==> src/common/rtc_defines.svh <==
// Widths and limits for the RTC; per-clock step plus any add adjust must stay below one second
`ifndef RTC_DEFINES_SVH
`define RTC_DEFINES_SVH

// Nanoseconds roll over at this value
`define RTC_NSEC_PER_SEC 1_000_000_000

// Counter widths
`define RTC_SEC_W 32
`define RTC_NSEC_W 30

// Per-clock increment, reset value suits a 100 MHz clock
`define RTC_INC_W 8
`define RTC_INC_RESET 10

// Register port
`define RTC_ADDR_W 4

`endif
==> src/common/rtc_pkg.sv <==
// Shared RTC types; the address map is a fixed 4-bit space with ten registers, the rest read zero
`include "rtc_defines.svh"

package rtc_pkg;

    // Time fields
    typedef logic [`RTC_SEC_W-1:0]  rtc_sec_t;
    typedef logic [`RTC_NSEC_W-1:0] rtc_nsec_t;

    // Nanoseconds added on every clock
    typedef logic [`RTC_INC_W-1:0]  rtc_inc_t;

    // Register map
    typedef enum logic [`RTC_ADDR_W-1:0] {
        REG_CTRL      = 0,
        REG_SET_SEC   = 1,
        REG_SET_NSEC  = 2,
        REG_ADJ       = 3,
        REG_INC       = 4,
        REG_SNAP_SEC  = 5,
        REG_SNAP_NSEC = 6,
        REG_ALARM_SEC = 7,
        REG_ALARM_CFG = 8,
        REG_STATUS    = 9
    } rtc_reg_e;

endpackage

==> src/design/rtc_top.sv <==
// RTC subsystem top; addresses 10 to 15 are unmapped and read zero
`include "rtc_defines.svh"

module rtc_top
    import rtc_pkg::*;
(
    input  logic                   clk,
    input  logic                   rst,
    // Register bus
    input  logic                   wr_en,
    input  logic                   rd_en,
    input  logic [`RTC_ADDR_W-1:0] addr,
    input  logic [31:0]            wdata,
    output logic [31:0]            rdata,
    output logic                   rdata_valid,
    // Time and events
    output rtc_sec_t               rtc_sec,
    output rtc_nsec_t              rtc_nsec,
    output logic                   pps_out,
    output logic                   alarm_irq
);

    // Register block to core
    logic      set_cmd;
    rtc_sec_t  set_sec;
    rtc_nsec_t set_nsec;
    logic      adj_cmd;
    logic      adj_sub;
    rtc_nsec_t adj_nsec;
    logic      cap_cmd;
    rtc_inc_t  inc_nsec;

    // Core to register block
    rtc_sec_t  snap_sec;
    rtc_nsec_t snap_nsec;

    // Register block to alarm
    rtc_sec_t  alarm_sec;
    logic      alarm_en;
    logic      alarm_clr;

    rtc_regs i_regs (
        .clk         (clk),
        .rst         (rst),
        .wr_en       (wr_en),
        .rd_en       (rd_en),
        .addr        (rtc_reg_e'(addr)),
        .wdata       (wdata),
        .rdata       (rdata),
        .rdata_valid (rdata_valid),
        .snap_sec    (snap_sec),
        .snap_nsec   (snap_nsec),
        .alarm_irq   (alarm_irq),
        .set_cmd     (set_cmd),
        .set_sec     (set_sec),
        .set_nsec    (set_nsec),
        .adj_cmd     (adj_cmd),
        .adj_sub     (adj_sub),
        .adj_nsec    (adj_nsec),
        .cap_cmd     (cap_cmd),
        .inc_nsec    (inc_nsec),
        .alarm_sec   (alarm_sec),
        .alarm_en    (alarm_en),
        .alarm_clr   (alarm_clr)
    );

    rtc_core i_core (
        .clk       (clk),
        .rst       (rst),
        .set_cmd   (set_cmd),
        .set_sec   (set_sec),
        .set_nsec  (set_nsec),
        .adj_cmd   (adj_cmd),
        .adj_sub   (adj_sub),
        .adj_nsec  (adj_nsec),
        .cap_cmd   (cap_cmd),
        .inc_nsec  (inc_nsec),
        .rtc_sec   (rtc_sec),
        .rtc_nsec  (rtc_nsec),
        .snap_sec  (snap_sec),
        .snap_nsec (snap_nsec),
        .pps_out   (pps_out)
    );

    rtc_alarm i_alarm (
        .clk       (clk),
        .rst       (rst),
        .rtc_sec   (rtc_sec),
        .pps_out   (pps_out),
        .alarm_sec (alarm_sec),
        .alarm_en  (alarm_en),
        .alarm_clr (alarm_clr),
        .alarm_irq (alarm_irq)
    );

endmodule

==> src/design/rtc_alarm.sv <==
// Seconds alarm; matches only on a PPS, so a set straight onto alarm_sec does not fire it
`include "rtc_defines.svh"

module rtc_alarm
    import rtc_pkg::*;
(
    input  logic     clk,
    input  logic     rst,
    // Time from the core
    input  rtc_sec_t rtc_sec,
    input  logic     pps_out,
    // Configuration
    input  rtc_sec_t alarm_sec,
    input  logic     alarm_en,
    input  logic     alarm_clr,
    // Level interrupt
    output logic     alarm_irq
);

    logic alarm_hit;

    // ------------------------------------------------------------------
    // Compare
    // ------------------------------------------------------------------

    // During the PPS cycle rtc_sec already holds the new second
    assign alarm_hit = pps_out && alarm_en && (rtc_sec == alarm_sec);

    // ------------------------------------------------------------------
    // Latched interrupt
    // ------------------------------------------------------------------

    // Clear has priority over a hit on the same edge
    always_ff @(posedge clk) begin
        if (rst) begin
            alarm_irq <= 1'b0;
        end else if (alarm_clr) begin
            alarm_irq <= 1'b0;
        end else if (alarm_hit) begin
            alarm_irq <= 1'b1;
        end
    end

    a_irq_after_pps: assert property (
        @(posedge clk) disable iff (rst)
        $rose(alarm_irq) |-> $past(pps_out)
    ) else $error("rtc_alarm: alarm_irq rose without a preceding PPS");

endmodule

==> src/design/rtc_regs.sv <==
// Register port; one access per cycle, read data valid one cycle after rd_en, no wait states
`include "rtc_defines.svh"

module rtc_regs
    import rtc_pkg::*;
(
    input  logic        clk,
    input  logic        rst,
    // Register bus
    input  logic        wr_en,
    input  logic        rd_en,
    input  rtc_reg_e    addr,
    input  logic [31:0] wdata,
    output logic [31:0] rdata,
    output logic        rdata_valid,
    // Status from core and alarm
    input  rtc_sec_t    snap_sec,
    input  rtc_nsec_t   snap_nsec,
    input  logic        alarm_irq,
    // Core controls
    output logic        set_cmd,
    output rtc_sec_t    set_sec,
    output rtc_nsec_t   set_nsec,
    output logic        adj_cmd,
    output logic        adj_sub,
    output rtc_nsec_t   adj_nsec,
    output logic        cap_cmd,
    output rtc_inc_t    inc_nsec,
    // Alarm controls
    output rtc_sec_t    alarm_sec,
    output logic        alarm_en,
    output logic        alarm_clr
);

    // REG_CTRL command bits
    localparam int CTRL_SET = 0;
    localparam int CTRL_ADJ = 1;
    localparam int CTRL_CAP = 2;
    localparam int CTRL_CLR = 3;

    logic        ctrl_wr;
    logic [31:0] rd_mux;

    assign ctrl_wr = wr_en && (addr == REG_CTRL);

    // ------------------------------------------------------------------
    // Write side
    // ------------------------------------------------------------------

    // Staging values, only meaningful once a command uses them
    always_ff @(posedge clk) begin
        if (wr_en) begin
            case (addr)
                REG_SET_SEC:  set_sec  <= wdata[`RTC_SEC_W-1:0];
                REG_SET_NSEC: set_nsec <= wdata[`RTC_NSEC_W-1:0];
                REG_ADJ: begin
                    adj_sub  <= wdata[31];
                    adj_nsec <= wdata[`RTC_NSEC_W-1:0];
                end
                default: ;
            endcase
        end
    end

    // Configuration
    always_ff @(posedge clk) begin
        if (rst) begin
            inc_nsec  <= rtc_inc_t'(`RTC_INC_RESET);
            alarm_sec <= '0;
            alarm_en  <= 1'b0;
        end else if (wr_en) begin
            case (addr)
                REG_INC:       inc_nsec  <= wdata[`RTC_INC_W-1:0];
                REG_ALARM_SEC: alarm_sec <= wdata[`RTC_SEC_W-1:0];
                REG_ALARM_CFG: alarm_en  <= wdata[0];
                default: ;
            endcase
        end
    end

    // Command strobes, one cycle wide and acting on the next edge
    always_ff @(posedge clk) begin
        if (rst) begin
            set_cmd   <= 1'b0;
            adj_cmd   <= 1'b0;
            cap_cmd   <= 1'b0;
            alarm_clr <= 1'b0;
        end else begin
            set_cmd   <= ctrl_wr && wdata[CTRL_SET];
            adj_cmd   <= ctrl_wr && wdata[CTRL_ADJ];
            cap_cmd   <= ctrl_wr && wdata[CTRL_CAP];
            alarm_clr <= ctrl_wr && wdata[CTRL_CLR];
        end
    end

    // ------------------------------------------------------------------
    // Read side
    // ------------------------------------------------------------------

    always_comb begin
        rd_mux = '0;
        case (addr)
            REG_SET_SEC:   rd_mux[`RTC_SEC_W-1:0]  = set_sec;
            REG_SET_NSEC:  rd_mux[`RTC_NSEC_W-1:0] = set_nsec;
            REG_ADJ: begin
                rd_mux[31]               = adj_sub;
                rd_mux[`RTC_NSEC_W-1:0] = adj_nsec;
            end
            REG_INC:       rd_mux[`RTC_INC_W-1:0]  = inc_nsec;
            REG_SNAP_SEC:  rd_mux[`RTC_SEC_W-1:0]  = snap_sec;
            REG_SNAP_NSEC: rd_mux[`RTC_NSEC_W-1:0] = snap_nsec;
            REG_ALARM_SEC: rd_mux[`RTC_SEC_W-1:0]  = alarm_sec;
            REG_ALARM_CFG: rd_mux[0]               = alarm_en;
            REG_STATUS:    rd_mux[0]               = alarm_irq;
            // REG_CTRL is write-only, unmapped space reads zero
            default: ;
        endcase
    end

    always_ff @(posedge clk) begin
        if (rd_en) begin
            rdata <= rd_mux;
        end
    end

    always_ff @(posedge clk) begin
        if (rst) begin
            rdata_valid <= 1'b0;
        end else begin
            rdata_valid <= rd_en;
        end
    end

    a_no_rw_overlap: assert property (
        @(posedge clk) disable iff (rst)
        !(wr_en && rd_en)
    ) else $error("rtc_regs: wr_en and rd_en high together");

endmodule

==> src/design/rtc_core.sv <==
// Time counters; set_nsec and add adjust must be below one billion, only one rollover per clock
`include "rtc_defines.svh"

module rtc_core
    import rtc_pkg::*;
(
    input  logic      clk,
    input  logic      rst,
    // Set
    input  logic      set_cmd,
    input  rtc_sec_t  set_sec,
    input  rtc_nsec_t set_nsec,
    // One-shot phase adjust
    input  logic      adj_cmd,
    input  logic      adj_sub,
    input  rtc_nsec_t adj_nsec,
    // Snapshot
    input  logic      cap_cmd,
    // Nanoseconds per clock
    input  rtc_inc_t  inc_nsec,
    // Time out
    output rtc_sec_t  rtc_sec,
    output rtc_nsec_t rtc_nsec,
    output rtc_sec_t  snap_sec,
    output rtc_nsec_t snap_nsec,
    output logic      pps_out
);

    // One extra bit so a sum up to two seconds fits
    localparam logic [`RTC_NSEC_W:0] NSEC_LIMIT = (`RTC_NSEC_W+1)'(`RTC_NSEC_PER_SEC);
    localparam logic [`RTC_NSEC_W:0] ADJ_MAX =
        NSEC_LIMIT - (`RTC_NSEC_W+1)'((1 << `RTC_INC_W) - 1);

    rtc_sec_t  sec_cnt;
    rtc_nsec_t nsec_cnt;

    logic [`RTC_NSEC_W:0] inc_ext;
    logic [`RTC_NSEC_W:0] adj_ext;
    logic [`RTC_NSEC_W:0] step;
    logic [`RTC_NSEC_W:0] nsec_sum;
    logic [`RTC_NSEC_W:0] nsec_wrap;
    logic                 rollover;

    // ------------------------------------------------------------------
    // Step for this edge
    // ------------------------------------------------------------------

    assign inc_ext = {{(`RTC_NSEC_W+1-`RTC_INC_W){1'b0}}, inc_nsec};
    assign adj_ext = {1'b0, adj_nsec};

    always_comb begin
        step = inc_ext;
        if (adj_cmd) begin
            if (!adj_sub) begin
                step = inc_ext + adj_ext;
            end else if (adj_ext > inc_ext) begin
                // Time never runs backwards, the step stops at zero
                step = '0;
            end else begin
                step = inc_ext - adj_ext;
            end
        end
    end

    assign nsec_sum  = {1'b0, nsec_cnt} + step;
    assign nsec_wrap = nsec_sum - NSEC_LIMIT;
    assign rollover  = (nsec_sum >= NSEC_LIMIT);

    // ------------------------------------------------------------------
    // Counters
    // ------------------------------------------------------------------

    always_ff @(posedge clk) begin
        if (rst) begin
            nsec_cnt <= '0;
            sec_cnt  <= '0;
        end else if (set_cmd) begin
            nsec_cnt <= set_nsec;
            sec_cnt  <= set_sec;
        end else begin
            if (rollover) begin
                nsec_cnt <= nsec_wrap[`RTC_NSEC_W-1:0];
                sec_cnt  <= sec_cnt + 1'b1;
            end else begin
                nsec_cnt <= nsec_sum[`RTC_NSEC_W-1:0];
            end
        end
    end

    // PPS marks the first cycle of the new second, a set never pulses it
    always_ff @(posedge clk) begin
        if (rst) begin
            pps_out <= 1'b0;
        end else begin
            pps_out <= rollover && !set_cmd;
        end
    end

    // Snapshot holds the time seen just before the capture edge
    always_ff @(posedge clk) begin
        if (cap_cmd) begin
            snap_sec  <= sec_cnt;
            snap_nsec <= nsec_cnt;
        end
    end

    assign rtc_sec  = sec_cnt;
    assign rtc_nsec = nsec_cnt;

    // ------------------------------------------------------------------
    // Checks
    // ------------------------------------------------------------------

    a_nsec_range: assert property (
        @(posedge clk) disable iff (rst)
        rtc_nsec < NSEC_LIMIT
    ) else $error("rtc_core: nanoseconds %0d out of range", rtc_nsec);

    // Keeps inc plus adjust below one second, so one subtraction is enough
    a_adj_range: assert property (
        @(posedge clk) disable iff (rst)
        (adj_cmd && !adj_sub) |-> (adj_ext < ADJ_MAX)
    ) else $error("rtc_core: add adjust %0d too large", adj_nsec);

    a_pps_single: assert property (
        @(posedge clk) disable iff (rst)
        pps_out |=> !pps_out
    ) else $error("rtc_core: pps_out high two cycles running");

endmodule

==> config.mk <==
export PLATFORM = sky130hd
export DESIGN_NAME = rtc_top
export DESIGN_NICKNAME = d
export VERILOG_FILES = /design/src/common/rtc_pkg.sv /design/src/design/rtc_top.sv /design/src/design/rtc_alarm.sv /design/src/design/rtc_regs.sv /design/src/design/rtc_core.sv
export VERILOG_INCLUDE_DIRS = /design/src /design/src/common
export SDC_FILE = /design/constraint.sdc
export NUM_CORES = 1
export LEC_CHECK = 0
export BUFFER_PORTS_ARGS = -buffer_cell sky130_fd_sc_hd__buf_2
export CAP_MARGIN = 10
export CORE_UTILIZATION = 53
export CTS_CLUSTER_SIZE = 24
export DETAILED_ROUTE_END_ITERATION = 10
export PLACE_DENSITY_LB_ADDON = 0.3
export SLEW_MARGIN = 10
export SYNTH_ARGS = -nofsm -noshare
export SYNTH_HDL_FRONTEND = slang
export SYNTH_SLANG_ARGS = --single-unit
==> constraint.sdc <==
create_clock -name clk -period 12.6 [get_ports clk]
set_clock_uncertainty 0.15 [all_clocks]
set_input_delay 0 -clock clk [delete_from_list [all_inputs] [get_ports clk]]
set_output_delay 0 -clock clk [all_outputs]
set_load 0.01 [all_outputs]
==> results.md, run 1 <==
- Fraction of the mapped netlist area in adder cells: 0.0419
- Die footprint: 30,400 um2
- Fmax achieved: 0.121 GHz
- Gr usage total: 0.323
- Post-synthesis sequential element count: 297
- Cell-internal power: 1.59 mW
- Share of cell area taken by muxes after synthesis: 0.0109
- Vias per Instance: 6.50
- Type of the worst setup path: flop to flop
- Kind of end point of the critical path: flop
- Fraction of power consumed by the clock network: 0.412
- Worst-case vdd ir drop: 115 uV
- Average wire length per cell after detail routing: 23.8 um
- Switching Fraction: 0.229
- Clock Tree Root: sky130_fd_sc_hd__clkbuf_16
- Post-Synthesis Cell Area: 15,800 um2
- Routed WL: 50.3 mm
- Maximum fanout along the worst path: 47
- Number of placed instances, taps included: 2,022
- Effective utilization at floorplan: 0.544
- Number of fill cells: 2,375
- Leading register cell type out of synthesis: sky130_fd_sc_hd__edfxtp_1
- Met3 layer usage reported by global route: 0.0337
- First-pass GRT wire length: 75.2 mm
- HPWL after detailed placement: 34.9 mm
- Leakage: 6.58 nW
- Post-route cell area: 18,000 um2
- Post-synthesis xor/xnor area fraction: 0.0449
- Hold Path Cell Cnt: 2
- Yosys cell types: 90
- DP Area: 16,700 um2
- Number of sinks driven by the clock tree: 297
- Worst setup slack for register-to-register paths: 4330 ps
- Tmin final: 8270 ps
- Net Switching: 473 uW
- Met1 Resource Use GR: 0.452
- Critical path startpoint category: flop
- Routability Congestion: 0.980
- Number of antenna-violating nets in the routed design: 0
- Sequential cell area fraction in the yosys report: 0.496
- Total number of placement rows: 62
- Clock tree from TritonCTS: built
- Layout cells sized above 1: 0.133
- Cells after synthesis: 1,572
- Endpoint arrival time on the critical path: 8560 ps
- I/O pin count: 137
- Logic pwr share: 0.070
- Yosys top cell area share: 0.356
- Die Width: 174 um
- Portion of total power attributed to sequential cells: 0.518
- Post-route clock period utilization: 0.656
- Number of search-and-repair iterations in the first detailed-routing pass: 7
- Post-CTS resize count: 0
- Setup repair after global routing missed its margin: no
- Number of buffers inserted during clock tree synthesis: 29
- Number of maximum-capacitance violations: 0
- Mean area per synthesized cell: 10.0 um2
- Clock slew at the register clock pins of the worst setup and hold paths: 70 ps
- Source of the worst hold timing path: wdata[30]
- Quantity of I/O buffers inserted on ports: 136
- Hold Violations, Final: 0
- Overall overflow remaining after global route: 0
- Setup violation total in the final timing report: 0
- Post-synthesis cell type with the largest combined area: sky130_fd_sc_hd__edfxtp_1
- Startpoint of the worst register-to-register path: i_regs.adj_nsec[1]
- Critical path required time: 12,890 ps
- Number of antenna violations at the first check in global routing: 0
- Met2 Resource Use GR: 0.517
- Areal power density over the cells: 115 nW/um2
- Biggest area contributors in the synthesized netlist: sky130_fd_sc_hd__edfxtp_1 36%, sky130_fd_sc_hd__dfxtp_1 14%, sky130_fd_sc_hd__nand2_1 4.1%
- Cell depth of the worst flop-to-flop path: 26
- Area added between synthesis and finish: 14.1%
- Detailed-route via count: 13,737
- Number of inserted diodes: 0
- Area of the core: 28,900 um2
- Total Neg Setup Slack: 0 ps
- 1st-iter DRT viols: 1,982
- Pin count of the biggest net entering global routing: 83
- Synth warnings: 0
- Overall power: 2.07 mW
- Worst slew margin relative to its limit: 0.290
- Layout net count: 1,799
- Clock latency reported for the late side of the worst-skew pair: 550 ps
- Nets in the synthesized netlist: 1,663
- Area fraction in compound gates after synthesis: 0.191
- Share of async-settable or async-resettable flops after synthesis: 0
- Worst-margin pin slew: 1060 ps
- Post-route DRC violation count: 0
- Layer with the highest usage: met2
- Filler-free cell count of the finished design: 2,113
- Number of buffers on the longest clock path: 3
- Die height: 174 um
- Combinational family with the most area after synthesis: compound AO/OA/AOI/OAI gates
- Via count of the first global-routing pass: 12,643
- Worst hold path class: input port to flop
- Result of the run: completed
- Post-synthesis share of cell area spent on and, or, nand and nor gates: 0.177
- Number of enable flip-flop cells after synthesis: 187
- Count of pins over their slew limit: 0
- Worst Hold Endpoint: i_regs.set_sec[30]
- Destination of the worst register-to-register timing path: i_core.rtc_sec[13]
- H-Tree Depth: 1
## critical path, cell delays in order, from the launching register on
cell and delay, ps:
sky130_fd_sc_hd__edfxtp_1 380, sky130_fd_sc_hd__inv_1 120, sky130_fd_sc_hd__ha_1 300, sky130_fd_sc_hd__nor2b_1 120, sky130_fd_sc_hd__o21ai_0 100, sky130_fd_sc_hd__a21boi_0 180, sky130_fd_sc_hd__o21ai_0 110, sky130_fd_sc_hd__a21boi_0 500
sky130_fd_sc_hd__o2111ai_1 520, sky130_fd_sc_hd__nand2_1 230, sky130_fd_sc_hd__nand2_1 320, sky130_fd_sc_hd__o22ai_1 260, sky130_fd_sc_hd__ha_1 210, sky130_fd_sc_hd__inv_1 60, sky130_fd_sc_hd__fa_1 400, sky130_fd_sc_hd__and2b_1 280
sky130_fd_sc_hd__o2111ai_4 180, sky130_fd_sc_hd__a211oi_2 460, sky130_fd_sc_hd__o21ai_1 150, sky130_fd_sc_hd__a2111oi_0 740, sky130_fd_sc_hd__nor2_1 130, sky130_fd_sc_hd__xnor2_1 200, sky130_fd_sc_hd__a2111o_1 420, sky130_fd_sc_hd__o211a_2 410
sky130_fd_sc_hd__buf_4 340, sky130_fd_sc_hd__or4_1 550, sky130_fd_sc_hd__a311oi_1 310
## synth_stat cells (29+ instances only)
master / n
sky130_fd_sc_hd__xnor2_1: 51
sky130_fd_sc_hd__inv_1: 57
sky130_fd_sc_hd__a311oi_1: 30
sky130_fd_sc_hd__nand2_1: 174
sky130_fd_sc_hd__nor2_1: 129
sky130_fd_sc_hd__dfxtp_1: 110
sky130_fd_sc_hd__ha_1: 48
sky130_fd_sc_hd__a21oi_1: 97
sky130_fd_sc_hd__o21ai_0: 62
sky130_fd_sc_hd__clkbuf_1: 65
sky130_fd_sc_hd__nand3_1: 65
sky130_fd_sc_hd__edfxtp_1: 187
sky130_fd_sc_hd__a22oi_1: 29
## placed cells by master (no fill, tap or decap), types with 21 or more instances in the layout
cell type | Yosys | final
sky130_fd_sc_hd__xnor2_1 | 51 | 51
sky130_fd_sc_hd__buf_2 | 9 | 135
sky130_fd_sc_hd__a222oi_1 | 27 | 27
sky130_fd_sc_hd__a311oi_1 | 30 | 30
sky130_fd_sc_hd__or3_1 | 25 | 25
sky130_fd_sc_hd__nor2_1 | 129 | 126
sky130_fd_sc_hd__o21ai_0 | 62 | 62
sky130_fd_sc_hd__nand2_1 | 174 | 174
sky130_fd_sc_hd__nand4_1 | 28 | 28
sky130_fd_sc_hd__a21oi_1 | 97 | 97
sky130_fd_sc_hd__edfxtp_1 | 187 | 187
sky130_fd_sc_hd__dfxtp_1 | 110 | 108
sky130_fd_sc_hd__clkbuf_16 | 0 | 29
sky130_fd_sc_hd__dlygate4sd3_1 | 0 | 39
sky130_fd_sc_hd__nor3_1 | 22 | 21
sky130_fd_sc_hd__xor2_1 | 28 | 28
sky130_fd_sc_hd__ha_1 | 48 | 48
sky130_fd_sc_hd__a22oi_1 | 29 | 29
sky130_fd_sc_hd__nand3_1 | 65 | 65
sky130_fd_sc_hd__inv_1 | 57 | 57
## registers in the layout (all words and copies together), names as in the netlist, 8 cells and up
signal / count
i_core.rtc_sec: 32
i_core.snap_sec: 32
i_regs.alarm_sec: 32
i_regs.rdata: 32
i_regs.set_sec: 32
i_core.rtc_nsec: 30
i_core.snap_nsec: 30
i_regs.adj_nsec: 30
i_regs.set_nsec: 30
i_regs.inc_nsec: 8
## cell families after synthesis
group,count (synthesis)
simple gates,566
compound gates,415
flops,297
buf+inv,146
xor+xnor,80
fa+ha+maj,51
mux,17
## stage by stage
step	utilization	setup WS, ps	hold slack [ps]
after CTS	0.622	4580	31.1
final	0.622	4330	93.4
after global placement	0.577	4820	43.0
after global routing	0.622	3850	88.7
after floorplan	-	6030	-51.1
after detailed placement	0.577	4670	45.2
## routing by layer
layer | wire length, um | up-vias
met1 | 20300 | 6583
met4 | 2080 | 0
met2 | 23400 | 813
met3 | 4570 | 123
li1 | - | 6218
met5 | 0 | -
## cell type report
cell class | instances | area, um2 | area share
clock inverter | 16 | 149 | 0.00828
tap | 384 | 480 | 0.0267
inverter | 58 | 218 | 0.0121
timing repair buffer | 193 | 1210 | 0.0672
clock buffer | 36 | 762 | 0.0424
multi-input combinational | 1129 | 7350 | 0.408
sequential | 297 | 7820 | 0.435
## worst max path at each step
stage | startpoint | endpoint | slack [ps] | cells after the start
final | i_regs.adj_nsec[1] | i_core.rtc_sec[13] | 4330 | 26
after global routing | i_regs.adj_nsec[1] | i_core.rtc_sec[24] | 3850 | 24
after CTS | i_regs.adj_nsec[1] | i_core.rtc_sec[13] | 4580 | 26
after detailed placement | i_regs.adj_nsec[1] | i_core.rtc_sec[14] | 4670 | 26
after global placement | i_regs.adj_nsec[1] | i_core.rtc_sec[7] | 4820 | 26
after floorplan | i_regs.adj_nsec[1] | i_core.rtc_sec[23] | 6030 | 31
## power by group through the flow
stage          logic (mW)  registers, mW  clock network, mW
6_report            0.145           1.07              0.852
4_1_cts             0.142           1.07              0.851
5_1_grt             0.156           1.07              0.888
3_5_place_dp        0.132           1.09                  0
2_1_floorplan      0.0747           1.09                  0
3_3_place_gp        0.131           1.09                  0
## timing repair
item	CTS	global route
hold endpoints to repair	204	0
hold buffers	39	0
setup buffers	0	0
Power figures use the tool's default switching activity.
==> run 2: changes to the inputs <==
Settings changed: ABC_AREA from default to 1.
Clock period 12.6 ns to 6.83 ns, I/O delays scaled along.
==> run 2 against run 1 <==
Via count is 20% higher. Synthesized cell count is 44% higher. Non-clock buffer count stayed put. Cell count up 35%. Combinational power rose by 98%. Total power grew 91%. First-iteration DRC count is 0.20% higher. Clock power grew 98%. Final area increased by 9.2%. Global-route usage rose by 3.8 points. Count of clock-buffer cells in the layout is 15 higher. Die area grew 8.8%.
==> results.md, run 2 <==
- Area added between synthesis and finish: 14.4%
- Type of the worst setup path: flop to flop
- Destination of the worst register-to-register timing path: i_core.rtc_sec[21]
- Cell depth of the worst flop-to-flop path: 36 (+38%)
- Count of buffer and inverter cells on the critical path: 6 (+3)
- Commonest cells post-synth: 690 x sky130_fd_sc_hd__nand2_1, 321 x sky130_fd_sc_hd__inv_1, 187 x sky130_fd_sc_hd__edfxtp_1
- Detailed-route via count: 16,418 (+20%)
- 1st-iter DRT viols: 1,986 (+0.20%)
- Instance count on the critical path: 36 (+38%)
- Fraction of power consumed by the clock network: 0.428 (+0.016)
- Nets in the synthesized netlist: 2,347 (+41%)
- Launching element of the worst setup path: i_regs.adj_nsec[0]
- Worst setup slack for register-to-register paths: 480 ps (-3850 ps)
- Number of enable flip-flop cells after synthesis: 187 (unchanged)
- Clock latency reported for the late side of the worst-skew pair: 560 ps (about the same)
- First-pass GRT wire length: 90.8 mm (+21%)
- Routed WL: 59.7 mm (+19%)
- Setup repair after global routing missed its margin: no
- Die footprint: 33,100 um2 (+8.8%)
- Hold Violations, Final: 0 (unchanged)
- Leading register cell type out of synthesis: sky130_fd_sc_hd__edfxtp_1
- Areal power density over the cells: 201 nW/um2 (+75%)
- Commonest non-fill, non-tap cells in the layout: 689 x sky130_fd_sc_hd__nand2_1, 321 x sky130_fd_sc_hd__inv_1, 187 x sky130_fd_sc_hd__edfxtp_1
- Net Switching: 924 uW (+95%)
- End point of the critical path: i_core.rtc_sec[21]
- Number of antenna-violating nets in the routed design: 0 (unchanged)
- Crit path max-delay cell type: sky130_fd_sc_hd__nor4_1
- Number of buffers inserted during clock tree synthesis: 31 (+6.9%)
- Overall power: 3.95 mW (+91%)
- Cell mode on critical path: sky130_fd_sc_hd__nand2_1
- Tmin final: 6350 ps (-1920 ps)
- Synth warnings: 0 (unchanged)
- Count of pins over their slew limit: 0 (unchanged)
- Routability Congestion: 0.990 (+1.0%)
- Switching Fraction: 0.234 (+0.00546)
- Vias per Instance: 5.77 (-11%)
- Mean area per synthesized cell: 7.61 um2 (-24%)
- Yosys cell types: 47 (-48%)
- Startpoint of the worst register-to-register path: i_regs.adj_nsec[0]
- Worst-case vdd ir drop: 157 uV (+36%)
- Post-synthesis sequential element count: 297 (unchanged)
- Kind of end point of the critical path: flop
- I/O pin count: 137 (unchanged)
- Number of sinks driven by the clock tree: 297 (unchanged)
- Share of async-settable or async-resettable flops after synthesis: 0 (unchanged)
- Portion of total power attributed to sequential cells: 0.499 (-0.019)
- Post-route DRC violation count: 0 (unchanged)
- HPWL after detailed placement: 44.0 mm (+26%)
- Worst slew margin relative to its limit: 0.242 (-0.0486)
- Number of antenna violations at the first check in global routing: 2 (+2)
- Met1 Resource Use GR: 0.514 (+0.0623)
- Via count of the first global-routing pass: 15,611 (+23%)
- Worst hold path class: input port to flop
- Clock Tree Root: sky130_fd_sc_hd__clkbuf_16
- Cell-internal power: 3.02 mW (+90%)
- Gr usage total: 0.360 (+0.0378)
- Leakage: 8.90 nW (+35%)
- H-Tree Depth: 1 (unchanged)
- Met3 layer usage reported by global route: 0.0782 (+0.0445)
- Cells after synthesis: 2,256 (+44%)
- Worst-margin pin slew: 1130 ps (+75.2 ps)
- Number of maximum-capacitance violations: 0 (unchanged)
- Yosys top cell area share: 0.327 (-0.0292)
- Fmax achieved: 0.158 GHz (+30%)
- Post-synthesis cell type with the largest combined area: sky130_fd_sc_hd__edfxtp_1
- Total Neg Setup Slack: 0 ps (unchanged)
- Maximum fanout along the worst path: 32 (-32%)
- Layout cells sized above 1: 0.109 (-0.0244)
- Effective utilization at floorplan: 0.541 (-0.00343)
- Number of buffers on the longest clock path: 3 (unchanged)
- Pin count of the biggest net entering global routing: 70 (-16%)
- Average wire length per cell after detail routing: 21.0 um (-12%)
- Critical path required time: 7180 ps (-5710 ps)
- Overall overflow remaining after global route: 0 (unchanged)
- Biggest area contributors in the synthesized netlist: sky130_fd_sc_hd__edfxtp_1 33%, sky130_fd_sc_hd__nand2_1 15%, sky130_fd_sc_hd__dfxtp_1 13%
- Quantity of I/O buffers inserted on ports: 136 (unchanged)
- Endpoint arrival time on the critical path: 6700 ps (-1860 ps)
- Number of search-and-repair iterations in the first detailed-routing pass: 6 (-1)
- Sequential cell area fraction in the yosys report: 0.456 (-0.0407)
- Layout net count: 2,507 (+39%)
- Met2 Resource Use GR: 0.548 (+0.0317)
- Critical path startpoint category: flop
- Count leader, synth: sky130_fd_sc_hd__nand2_1
- Area of the core: 31,700 um2 (+9.6%)
- Hold Path Cell Cnt: 2 (unchanged)
- Post-Synthesis Cell Area: 17,200 um2 (+8.9%)
- Clock tree from TritonCTS: built
- Layer with the highest usage: met2
- Die height: 182 um (+4.3%)
- Delay-heaviest family, CP: simple AND/OR/NAND/NOR gates
- Slowest Stage Delay on Critical Path: 440 ps (-300 ps)
- Clock slew at the register clock pins of the worst setup and hold paths: 60 ps (about the same)
- Result of the run: completed
- Die Width: 182 um (+4.3%)
- Total number of placement rows: 65 (+4.8%)
- Most common cell after layout, fill and taps aside: sky130_fd_sc_hd__nand2_1
- Post-route clock period utilization: 0.929 (+0.273)
- Logic pwr share: 0.073 (+0.003)
- Setup violation total in the final timing report: 0 (unchanged)
run 2: cell types whose count changed after synthesis, moves of 37 or more:
cell | before | now
sky130_fd_sc_hd__xnor2_1 | 51 | 6
sky130_fd_sc_hd__nand2_1 | 174 | 690
sky130_fd_sc_hd__nand3_1 | 65 | 129
sky130_fd_sc_hd__a21oi_1 | 97 | 134
sky130_fd_sc_hd__nor2_1 | 129 | 181
sky130_fd_sc_hd__inv_1 | 57 | 321
run 2: how the worst min path moves through the flow:
stage | to | from
floorplan | i_regs.adj_nsec[0] | wdata[0]
global placement | i_regs.set_sec[30] | wdata[30]
detailed placement | i_regs.set_sec[30] | wdata[30]
CTS | i_core.rtc_nsec[10] | rst
global route | i_regs.set_sec[30] | wdata[30]
finish | i_regs.set_sec[30] | wdata[30]
run 2: cell type report:
| type | instances | area (um2) |
|---|---|---|
| well taps | 402 | 503 |
| inverters | 337 | 1260 |
| clock inverters | 6 | 60.1 |
| flip-flops and latches | 297 | 7820 |
| diodes | 1 | 2.50 |
| fillers | 2865 | 12100 |
| clock buffers | 51 | 952 |
| multi-input cells | 1556 | 7820 |
| repair buffers | 193 | 1210 |
run 2: repair_timing:
action                                 4_1_cts  5_1_grt
hold buffers                                42        0
endpoints found under the hold margin      174        0
buffers inserted                             0        0
setup endpoints to repair                    0       32
gates resized for setup                      0        3
run 2: power by group through the flow:
stage                     Sequential [mW]  Clock [mW]  Combinational, mW
after floorplan                      2.01           0              0.141
after global placement               2.01           0              0.256
after detailed placement             2.01           0              0.259
after CTS                            1.97        1.68              0.278
after global routing                 1.97        1.76              0.309
final                                1.97        1.69              0.287
run 2: layer usage:
metal / up-vias / wire [um]
met1: 7597 / 24900
met2: 990 / 25600
met4: 0 / 1910
li1: 7707 / -
met3: 124 / 7230
met5: - / 0
run 2: stage by stage:
stage	worst slack, ps	cells	utilization	cell area, um2	hold WS, ps
after floorplan	2210	2256	-	17200	-51.1
after global placement	609	2743	0.573	18200	50.2
after detailed placement	530	2743	0.573	18200	49.0
after CTS	502	2842	0.618	19600	14.5
after global routing	15.2	2843	0.619	19600	41.7
final	483	2843	0.619	19600	36.5
run 2: worst reg2reg max path: cells and delay by family (launching register included):
family | cells | cell delay, ps
AO/OA/AOI/OAI | 1 | 140
XOR/XNOR | 1 | 220
adder cells (fa/ha/maj) | 3 | 980
buffers and inverters | 6 | 830
flip-flops | 1 | 400
AND/OR/NAND/NOR | 25 | 3570
run 2: kinds of logic (layout without fill, tap and decap cells):
| logic type | after synthesis | in the layout | share of synthesized area |
|---|---|---|---|
| adder cells (fa/ha/maj) | 51 | 51 | 0.0385 |
| XOR/XNOR | 68 | 68 | 0.0347 |
| flip-flops | 297 | 297 | 0.456 |
| AND/OR/NAND/NOR | 1118 | 1118 | 0.272 |
| other | 0 | 1 | 0 |
| AO/OA/AOI/OAI | 319 | 319 | 0.108 |
| buffers and inverters | 403 | 587 | 0.0911 |
